### config.mk
export PLATFORM = sky130hd
export DESIGN_NAME = sys_core_top
export DESIGN_NICKNAME = d
export VERILOG_FILES = /design/src/logic/sys_pkg.sv /design/src/logic/video_timing_if.sv /design/src/logic/sys_core_top.sv /design/src/logic/audio_channel_mix.sv /design/src/logic/video_window_calc.sv /design/src/logic/host_cfg_regs.sv
export SDC_FILE = /design/constraint.sdc
export NUM_CORES = 2
export LEC_CHECK = 0
export ABC_AREA = 1
export ABC_CLOCK_PERIOD_IN_PS = 54100
export BUFFER_PORTS_ARGS = -buffer_cell sky130_fd_sc_hd__buf_2
export CAP_MARGIN = 0
export CORE_ASPECT_RATIO = 0.9
export CORE_MARGIN = 5
export CORE_UTILIZATION = 58
export DETAILED_ROUTE_END_ITERATION = 10
export MAX_ROUTING_LAYER = met4
export PLACE_DENSITY = 0.91
export SYNTH_ARGS = -nofsm -noshare
export SYNTH_HDL_FRONTEND = slang
export SYNTH_SLANG_ARGS = --single-unit
### constraint.sdc
create_clock -name i_clk_sys -period 54.1 [get_ports i_clk_sys]
set_input_delay 16.23 -clock i_clk_sys [delete_from_list [all_inputs] [get_ports i_clk_sys]]
set_output_delay 16.23 -clock i_clk_sys [all_outputs]
set_load 0.02 [all_outputs]
### src/logic/sys_pkg.sv
`default_nettype none

package sys_pkg;

	//////////////////////////////////////////////////
	// Widths with a meaning
	//////////////////////////////////////////////////

	typedef logic [15:0] host_word_t;
	typedef logic [7:0]  cmd_t;
	typedef logic [11:0] dim_t;
	typedef logic [7:0]  aspect_t;
	typedef logic [15:0] sample_t;
	// Bit 4 mutes, bits 3..0 give the right shift
	typedef logic [4:0]  att_t;
	typedef logic [1:0]  mix_t;
	typedef logic [7:0]  led_t;

	// Host command codes
	localparam cmd_t CMD_CFG    = 8'h01;
	localparam cmd_t CMD_TIMING = 8'h20;
	localparam cmd_t CMD_LED    = 8'h25;
	localparam cmd_t CMD_VOL    = 8'h26;
	localparam cmd_t CMD_VSET   = 8'h27;

	// 1920x1080 timing after reset
	localparam dim_t DEF_WIDTH  = 12'd1920;
	localparam dim_t DEF_HFP    = 12'd88;
	localparam dim_t DEF_HS     = 12'd48;
	localparam dim_t DEF_HBP    = 12'd148;
	localparam dim_t DEF_HEIGHT = 12'd1080;
	localparam dim_t DEF_VFP    = 12'd4;
	localparam dim_t DEF_VS     = 12'd5;
	localparam dim_t DEF_VBP    = 12'd36;

	//////////////////////////////////////////////////
	// Decoder FSM
	//////////////////////////////////////////////////

	typedef enum logic {
		DEC_IDLE,
		DEC_DATA
	} dec_state_e;

endpackage

`default_nettype wire
### src/logic/video_timing_if.sv
`timescale 1ns/10ps
`default_nettype none

interface video_timing_if;

	// Horizontal set
	sys_pkg::dim_t width;
	sys_pkg::dim_t hfp;
	sys_pkg::dim_t hs;
	sys_pkg::dim_t hbp;

	// Vertical set
	sys_pkg::dim_t height;
	sys_pkg::dim_t vfp;
	sys_pkg::dim_t vs;
	sys_pkg::dim_t vbp;

	// Zero means no vertical override
	sys_pkg::dim_t vset;

	modport src (
		output width, hfp, hs, hbp,
		output height, vfp, vs, vbp,
		output vset
	);

	modport dst (
		input width, hfp, hs, hbp,
		input height, vfp, vs, vbp,
		input vset
	);

endinterface

`default_nettype wire

### src/logic/sys_core_top.sv
`timescale 1ns/10ps
`default_nettype none

module sys_core_top #(
	parameter int IO_SYNC_STAGES = 2
) (
	input  wire logic                i_clk_sys,
	input  wire logic                i_resetd,

	// Host link
	input  wire logic                i_io_clk,
	input  wire logic                i_io_uio,
	input  wire sys_pkg::host_word_t i_io_din,
	output logic                     o_io_ack,

	// Configuration and LEDs
	output sys_pkg::host_word_t      o_cfg,
	input  wire logic                i_led_user,
	input  wire logic [1:0]          i_led_power,
	input  wire logic [1:0]          i_led_disk,
	output sys_pkg::led_t            o_led,

	// Aspect and window
	input  wire sys_pkg::aspect_t    i_arx,
	input  wire sys_pkg::aspect_t    i_ary,
	output sys_pkg::dim_t            o_hmin,
	output sys_pkg::dim_t            o_hmax,
	output sys_pkg::dim_t            o_vmin,
	output sys_pkg::dim_t            o_vmax,

	// Audio
	input  wire sys_pkg::sample_t    i_core_l,
	input  wire sys_pkg::sample_t    i_core_r,
	input  wire sys_pkg::sample_t    i_linux_l,
	input  wire sys_pkg::sample_t    i_linux_r,
	input  wire logic                i_audio_signed,
	input  wire sys_pkg::mix_t       i_audio_mix,
	output sys_pkg::sample_t         o_audio_l,
	output sys_pkg::sample_t         o_audio_r
);

	sys_pkg::att_t    att;
	sys_pkg::sample_t pre_l;
	sys_pkg::sample_t pre_r;

	video_timing_if timing_bus ();

	//////////////////////////////////////////////////
	// Host side
	//////////////////////////////////////////////////

	host_cfg_regs #(
		.IO_SYNC_STAGES(IO_SYNC_STAGES)
	) host_cfg_regs_i (
		.i_clk_sys   (i_clk_sys),
		.i_resetd    (i_resetd),
		.i_io_clk    (i_io_clk),
		.i_io_uio    (i_io_uio),
		.i_io_din    (i_io_din),
		.o_io_ack    (o_io_ack),
		.o_cfg       (o_cfg),
		.o_att       (att),
		.i_led_user  (i_led_user),
		.i_led_power (i_led_power),
		.i_led_disk  (i_led_disk),
		.o_led       (o_led),
		.timing      (timing_bus.src)
	);

	video_window_calc video_window_calc_i (
		.i_clk_sys (i_clk_sys),
		.i_resetd  (i_resetd),
		.timing    (timing_bus.dst),
		.i_arx     (i_arx),
		.i_ary     (i_ary),
		.o_hmin    (o_hmin),
		.o_hmax    (o_hmax),
		.o_vmin    (o_vmin),
		.o_vmax    (o_vmax)
	);

	//////////////////////////////////////////////////
	// Audio channels
	//////////////////////////////////////////////////

	// Each channel blends in the other channel's half-sum
	audio_channel_mix audio_mix_l_i (
		.i_clk_sys (i_clk_sys),
		.i_resetd  (i_resetd),
		.i_att     (att),
		.i_mix     (i_audio_mix),
		.i_signed  (i_audio_signed),
		.i_core    (i_core_l),
		.i_linux   (i_linux_l),
		.i_pre     (pre_r),
		.o_pre     (pre_l),
		.o_out     (o_audio_l)
	);

	audio_channel_mix audio_mix_r_i (
		.i_clk_sys (i_clk_sys),
		.i_resetd  (i_resetd),
		.i_att     (att),
		.i_mix     (i_audio_mix),
		.i_signed  (i_audio_signed),
		.i_core    (i_core_r),
		.i_linux   (i_linux_r),
		.i_pre     (pre_l),
		.o_pre     (pre_r),
		.o_out     (o_audio_r)
	);

endmodule

`default_nettype wire

### src/logic/audio_channel_mix.sv
`timescale 1ns/10ps
`default_nettype none

module audio_channel_mix (
	input  wire logic             i_clk_sys,
	input  wire logic             i_resetd,
	input  wire sys_pkg::att_t    i_att,
	input  wire sys_pkg::mix_t    i_mix,
	input  wire logic             i_signed,
	input  wire sys_pkg::sample_t i_core,
	input  wire sys_pkg::sample_t i_linux,
	input  wire sys_pkg::sample_t i_pre,
	output sys_pkg::sample_t      o_pre,
	output sys_pkg::sample_t      o_out
);

	sys_pkg::sample_t d1;
	sys_pkg::sample_t d2;
	sys_pkg::sample_t d3;
	sys_pkg::sample_t ca;

	logic signed [16:0] a1;
	logic signed [16:0] a2;
	logic signed [16:0] a3;
	logic signed [16:0] a4;

	//////////////////////////////////////////////////
	// Sample de-glitch
	//////////////////////////////////////////////////

	// A sample is taken only after two delayed copies agree
	always_ff @(posedge i_clk_sys) begin
		if (i_resetd) begin
			d1 <= '0;
			d2 <= '0;
			d3 <= '0;
			ca <= '0;
		end else begin
			d1 <= i_core;
			d2 <= d1;
			d3 <= d2;
			if (d2 == d3)
				ca <= d2;
		end
	end

	//////////////////////////////////////////////////
	// Sum, blend and attenuate
	//////////////////////////////////////////////////

	always_ff @(posedge i_clk_sys) begin
		if (i_resetd) begin
			a1    <= '0;
			a2    <= '0;
			a3    <= '0;
			a4    <= '0;
		end else begin
			// Unsigned samples are halved to fit the signed range
			a1 <= i_signed ? $signed({ca[15], ca}) : $signed({2'b00, ca[15:1]});
			a2 <= a1 + $signed({i_linux[15], i_linux});

			case (i_mix)
				2'd0: a3 <= a2;
				2'd1: a3 <= a2 - (a2 >>> 3) + ($signed(i_pre) >>> 2);
				2'd2: a3 <= a2 - (a2 >>> 2) + ($signed(i_pre) >>> 1);
				default: a3 <= (a2 >>> 1) + $signed(i_pre);
			endcase

			if (i_att[4])
				a4 <= '0;
			else
				a4 <= a3 >>> i_att[3:0];
		end
	end

	// Half-sum for the other channel's blend, in step with its own sum
	assign o_pre = a2[16:1];

	// Saturate to 16 bits when the top two bits disagree
	assign o_out = (a4[16] ^ a4[15]) ? {a4[16], {15{a4[15]}}} : a4[15:0];

endmodule

`default_nettype wire

### src/logic/video_window_calc.sv
`timescale 1ns/10ps
`default_nettype none

module video_window_calc (
	input  wire logic             i_clk_sys,
	input  wire logic             i_resetd,
	video_timing_if.dst           timing,
	input  wire sys_pkg::aspect_t i_arx,
	input  wire sys_pkg::aspect_t i_ary,
	output sys_pkg::dim_t         o_hmin,
	output sys_pkg::dim_t         o_hmax,
	output sys_pkg::dim_t         o_vmin,
	output sys_pkg::dim_t         o_vmax
);

	logic [2:0]    phase;
	logic [19:0]   wcalc;
	logic [19:0]   hcalc;
	sys_pkg::dim_t base_h;
	sys_pkg::dim_t videow;
	sys_pkg::dim_t videoh;
	sys_pkg::dim_t h_off;
	sys_pkg::dim_t v_off;

	always_ff @(posedge i_clk_sys) begin
		if (i_resetd)
			phase <= '0;
		else
			phase <= phase + 3'd1;
	end

	// Vertical override replaces the active height as the reference
	assign base_h = (timing.vset != '0) ? timing.vset : timing.height;

	assign h_off = sys_pkg::dim_t'(timing.width - videow) >> 1;
	assign v_off = sys_pkg::dim_t'(timing.height - videoh) >> 1;

	//////////////////////////////////////////////////
	// Eight phase loop
	//////////////////////////////////////////////////

	always_ff @(posedge i_clk_sys) begin
		case (phase)
			3'd0: begin
				// Zero aspect terms give a zero candidate
				if (i_ary != '0)
					wcalc <= (20'(base_h) * 20'(i_arx)) / 20'(i_ary);
				else
					wcalc <= '0;
				if (i_arx != '0)
					hcalc <= (20'(timing.width) * 20'(i_ary)) / 20'(i_arx);
				else
					hcalc <= '0;
			end
			3'd6: begin
				if ((timing.vset == '0) && (wcalc > 20'(timing.width)))
					videow <= timing.width;
				else
					videow <= wcalc[11:0];

				if (timing.vset != '0)
					videoh <= timing.vset;
				else if (hcalc > 20'(timing.height))
					videoh <= timing.height;
				else
					videoh <= hcalc[11:0];
			end
			3'd7: begin
				// Centre the picture in the active area
				o_hmin <= h_off;
				o_hmax <= h_off + videow - 12'd1;
				o_vmin <= v_off;
				o_vmax <= v_off + videoh - 12'd1;
			end
			default: ;
		endcase
	end

endmodule

`default_nettype wire

### src/logic/host_cfg_regs.sv
`timescale 1ns/10ps
`default_nettype none

module host_cfg_regs #(
	parameter int IO_SYNC_STAGES = 2
) (
	input  wire logic                i_clk_sys,
	input  wire logic                i_resetd,
	input  wire logic                i_io_clk,
	input  wire logic                i_io_uio,
	input  wire sys_pkg::host_word_t i_io_din,
	output logic                     o_io_ack,
	output sys_pkg::host_word_t      o_cfg,
	output sys_pkg::att_t            o_att,
	input  wire logic                i_led_user,
	input  wire logic [1:0]          i_led_power,
	input  wire logic [1:0]          i_led_disk,
	output sys_pkg::led_t            o_led,
	video_timing_if.src              timing
);

	logic [IO_SYNC_STAGES-1:0] clk_pipe;
	logic [IO_SYNC_STAGES-1:0] uio_pipe;
	sys_pkg::host_word_t       din_pipe [IO_SYNC_STAGES];

	logic                clk_s;
	logic                uio_s;
	sys_pkg::host_word_t din_s;
	logic                rack;
	logic                strobe_q;

	sys_pkg::dec_state_e state;
	sys_pkg::cmd_t       cmd;
	logic [3:0]          word_cnt;
	sys_pkg::led_t       led_mask;
	sys_pkg::led_t       led_state;
	sys_pkg::led_t       led_auto;
	logic                power_lit;

	//////////////////////////////////////////////////
	// Host input synchroniser
	//////////////////////////////////////////////////

	always_ff @(posedge i_clk_sys) begin
		if (i_resetd) begin
			clk_pipe <= '0;
			uio_pipe <= '0;
		end else begin
			clk_pipe[0] <= i_io_clk;
			uio_pipe[0] <= i_io_uio;
			for (int i = 1; i < IO_SYNC_STAGES; i++) begin
				clk_pipe[i] <= clk_pipe[i-1];
				uio_pipe[i] <= uio_pipe[i-1];
			end
		end
	end

	// Data word is held by the host until ack, so no reset needed here
	always_ff @(posedge i_clk_sys) begin
		din_pipe[0] <= i_io_din;
		for (int i = 1; i < IO_SYNC_STAGES; i++) begin
			din_pipe[i] <= din_pipe[i-1];
		end
	end

	assign clk_s = clk_pipe[IO_SYNC_STAGES-1];
	assign uio_s = uio_pipe[IO_SYNC_STAGES-1];
	assign din_s = din_pipe[IO_SYNC_STAGES-1];

	// Strobe on the rising edge of the synced clock, ack two cycles behind it
	always_ff @(posedge i_clk_sys) begin
		if (i_resetd) begin
			rack     <= 1'b0;
			o_io_ack <= 1'b0;
			strobe_q <= 1'b0;
		end else begin
			rack     <= clk_s;
			o_io_ack <= rack;
			strobe_q <= clk_s & ~rack;
		end
	end

	//////////////////////////////////////////////////
	// Command decoder and register file
	//////////////////////////////////////////////////

	always_ff @(posedge i_clk_sys) begin
		if (i_resetd) begin
			state         <= sys_pkg::DEC_IDLE;
			cmd           <= '0;
			word_cnt      <= '0;
			o_cfg         <= '0;
			o_att         <= '0;
			led_mask      <= '0;
			led_state     <= '0;
			timing.width  <= sys_pkg::DEF_WIDTH;
			timing.hfp    <= sys_pkg::DEF_HFP;
			timing.hs     <= sys_pkg::DEF_HS;
			timing.hbp    <= sys_pkg::DEF_HBP;
			timing.height <= sys_pkg::DEF_HEIGHT;
			timing.vfp    <= sys_pkg::DEF_VFP;
			timing.vs     <= sys_pkg::DEF_VS;
			timing.vbp    <= sys_pkg::DEF_VBP;
			timing.vset   <= '0;
		end else if (!uio_s) begin
			state <= sys_pkg::DEC_IDLE;
		end else if (strobe_q) begin
			case (state)
				sys_pkg::DEC_IDLE: begin
					state    <= sys_pkg::DEC_DATA;
					cmd      <= din_s[7:0];
					word_cnt <= '0;
				end
				sys_pkg::DEC_DATA: begin
					case (cmd)
						sys_pkg::CMD_CFG: o_cfg <= din_s;
						sys_pkg::CMD_TIMING: begin
							// Counter parks at 8 so trailing words fall through
							if (word_cnt < 4'd8)
								word_cnt <= word_cnt + 4'd1;
							case (word_cnt)
								4'd0: timing.width  <= din_s[11:0];
								4'd1: timing.hfp    <= din_s[11:0];
								4'd2: timing.hs     <= din_s[11:0];
								4'd3: timing.hbp    <= din_s[11:0];
								4'd4: timing.height <= din_s[11:0];
								4'd5: timing.vfp    <= din_s[11:0];
								4'd6: timing.vs     <= din_s[11:0];
								4'd7: timing.vbp    <= din_s[11:0];
								default: ;
							endcase
						end
						sys_pkg::CMD_LED: {led_mask, led_state} <= din_s;
						sys_pkg::CMD_VOL: o_att <= din_s[4:0];
						sys_pkg::CMD_VSET: timing.vset <= din_s[11:0];
						default: ;
					endcase
				end
				default: state <= sys_pkg::DEC_IDLE;
			endcase
		end
	end

	//////////////////////////////////////////////////
	// Main board LEDs
	//////////////////////////////////////////////////

	// Power LED stays lit unless the core takes control of it
	assign power_lit = i_led_power[1] ? i_led_power[0] : 1'b1;

	// Disk override bit only mattered with the dropped activity term
	assign led_auto = {3'b000, power_lit, 1'b0, i_led_disk[0], 1'b0, i_led_user};

	assign o_led = (led_mask & led_state) | (~led_mask & led_auto);

endmodule

`default_nettype wire

==> reports/results.tsv <==
metric	value	unit
Yosys warnings	0	
root buf cell	clkbuf_16	
Critical Path Sink Type	flip-flop	
Yosys top cell area share	15.7	%
Antenna Nets Post-Route	0	
vias	48400	
setup TNS	0	ns
Syn Std Cell Area	0.0497	mm2
Synth Area in Simple Gates	25.2	%
Reg clk slew, reported paths	0.06	ns
synthesized flop and latch total	500	
Placed Cells incl. Taps	8350	
worst-skew pair later-pin latency	0.63	ns
first-pass GRT wire length	217000	um
Slew HR	5.76	%
RSZ-0062 raised after global routing	yes	
detailed-router iteration count before antenna repair	8	
Cell Area, Placed	0.0527	mm2
CTS Hold Bufs	0	
mux contribution to synthesized area	0.181	%
Post-synth ARST share	0	%
MaxCap Viol Count	0	
initial DRC count	4241	
ratio of cells with drive above 1 in the final layout	15.7	%
commonest non-fill, non-tap cell in the layout	nand2_1	
final slew viol count	0	
xor/xnor share of the synthesized area	5.13	%
outcome	finished clean	
Fin. Hold Viols	0	
design area	0.0569	mm2
CP Launch Type	primary input	
number of synthesized flops with an enable pin	110	
GRT Total Usage	28.5	%
final setup vio count	0	
most frequent cells in the layout	1293 x nand2_1, 1234 x inv_1, 740 x nor2_1	
Synth area leaders	dfxtp_1 16%, ha_1 14%, nand2_1 10%, inv_1 9.5%, fa_1 7.5%	
antenna violations before repair	8	
vias in the first global route	45400	
Max Fclk	0.0188	GHz
Gate Count Post-Synth	7016	
largest net degree at the start of global routing	134	
fillers	6303	
# IOs	213	
Final Net Count	8294	
syn avg cell area	7.09	um2
register area share after synthesis	22.3	%
Area Growth Syn to Fin	14.4	%
Worst-Margin Slew	1.41	ns
WL/cell	16.2	um
CTS sink count	500	
Tmin final	53.24	ns
Row Count	101	
critical path class	in -> reg	
GRT overflow	0	
Finished Layout Cells	8609	
Max clock buf depth	3	
drt total wl	140000	um
Core Footprint	0.0847	mm2
PortBufs	209	
Post-Route Utilization	67.2	%
CP Max Fanout	11	
Clock Skew	0.0483	ns
CTS buffer count	50	
Synth area leader	dfxtp_1	
Initial Util	58.7	%
post-synthesis adder-cell area fraction	21.9	%
CTS H-tree lvls	2	
hold crit path type	reg -> reg	
crit-path max cell delay	0.64	ns
# DRC	0	
via density per instance	5.62	
most used cell, CP	nand2_1	
Chip Height	288	um
Critical Path RT	54.44	ns
final worst-path cycle share	98.4	%
Cell variety after synth	76	
largest family of logic cells by synthesized area	simple AND/OR/NAND/NOR gates	
Main synth FF type	dfxtp_1	
complex-gate fraction of the synthesized area	13.7	%
Die Wd	319	um
HPWL after DPL	104000	um
TritonCTS clock tree	yes	
total die area	0.0917	mm2
CP max stage cell	fa_1	
WP data arrival	53.57	ns
routability cong.	0.945	
## final timing paths
| kind | startpoint | to | slack, ns | cells after the start |
|---|---|---|---|---|
| max | i_arx[5] | video_window_calc_i.wcalc[0] | 0.86 | 282 |
| min | host_cfg_regs_i.din_pipe[0][6] | host_cfg_regs_i.din_pipe[0][22] | 0.30 | 0 |
| max reg2reg | host_cfg_regs_i.timing.vset[11] | video_window_calc_i.wcalc[0] | 14.61 | 283 |
| min reg2reg | host_cfg_regs_i.din_pipe[0][6] | host_cfg_regs_i.din_pipe[0][22] | 0.30 | 0 |
## metal layers
metal	share of wire, %	up-vias	routed length, um	global-route usage (%)
met5	0	-	0	-
met4	4.1	0	5760	9.97
met3	8.4	477	11800	3.89
met2	47	2147	66000	47.9
met1	40	22500	56200	35.6
li1	-	23200	-	-
## critical path, delay by kind of cell
family / cells / cell delay (ns)
AND/OR/NAND/NOR: 125 / 12.60
AO/OA/AOI/OAI: 83 / 12.39
adder cells (fa/ha/maj): 25 / 7.91
buffers and inverters: 49 / 4.41
## stage by stage
stage	hold slack [ns]	worst slack, ns
final	0.296	0.863
after global routing	0.317	-1.36
after CTS	0.298	0.0136
after detailed placement	0.312	-1.50
after global placement	0.312	0.347
after floorplan	0.310	0.0613
## synth_stat cells (8+ instances only)
cell type,n
o21ai_0,484
o21a_1,18
nand3_4,20
dfxtp_1,390
nor4_1,17
o21bai_1,74
a41oi_1,14
nand2_4,27
a31oi_1,16
buf_4,9
nand2_1,1325
nor2_4,26
a21oi_1,412
ha_1,572
or2_2,41
buf_6,9
nand4_1,79
nor3_1,54
inv_1,1259
fa_1,187
xnor2_1,111
a21o_1,25
inv_2,35
o31ai_1,22
clkinv_1,12
a211oi_1,22
o211ai_1,23
mux2i_1,9
a21oi_2,11
xor2_1,180
nor2_2,20
clkbuf_1,144
nand3_2,46
nand2_2,57
o221ai_1,8
edfxtp_1,110
nand3_1,254
nor2_1,765
o21ai_1,18
nand3b_1,14
## cell families after synthesis
family,Yosys count
flip-flops,500
other,1
buffers and inverters,1482
adder cells (fa/ha/maj),759
AND/OR/NAND/NOR,2776
multiplexers,9
AO/OA/AOI/OAI,1198
XOR/XNOR,291
## area by class of cell
type / count / area, um2 / share of cell area [%]
Inverter: 1309 / 4980 / 8.76
Timing Repair inverter: 2 / 10.0 / 0.0176
Tap cell: 1133 / 1420 / 2.49
Multi-Input combinational cell: 5038 / 34100 / 59.9
Clock inverter: 32 / 309 / 0.543
Timing Repair Buffer: 526 / 3540 / 6.22
Sequential cell: 500 / 11100 / 19.5
Antenna cell: 8 / 20.0 / 0.0352
Clock buffer: 61 / 1410 / 2.47
## state kept, by name (all words and copies together) (netlist names), 17 cells and up
register / cells
audio_mix_l_i.a2: 17
audio_mix_r_i.a3: 17
host_cfg_regs_i.din_pipe: 32
audio_mix_r_i.a4: 17
audio_mix_r_i.a2: 17
video_window_calc_i.wcalc: 20
video_window_calc_i.hcalc: 20
audio_mix_l_i.a3: 17
audio_mix_l_i.a4: 17
## timing repair
item                                    CTS  global route
gates cloned                              0             6
hold endpoints to repair                  0             0
resized for setup                        28           315
setup buffers                             9           143
pin swaps                                 5           188
endpoints found under the setup margin    2             6
Power is not shown: default switching activity piles up to over one toggle a cycle in this logic, so the estimate is an artifact.
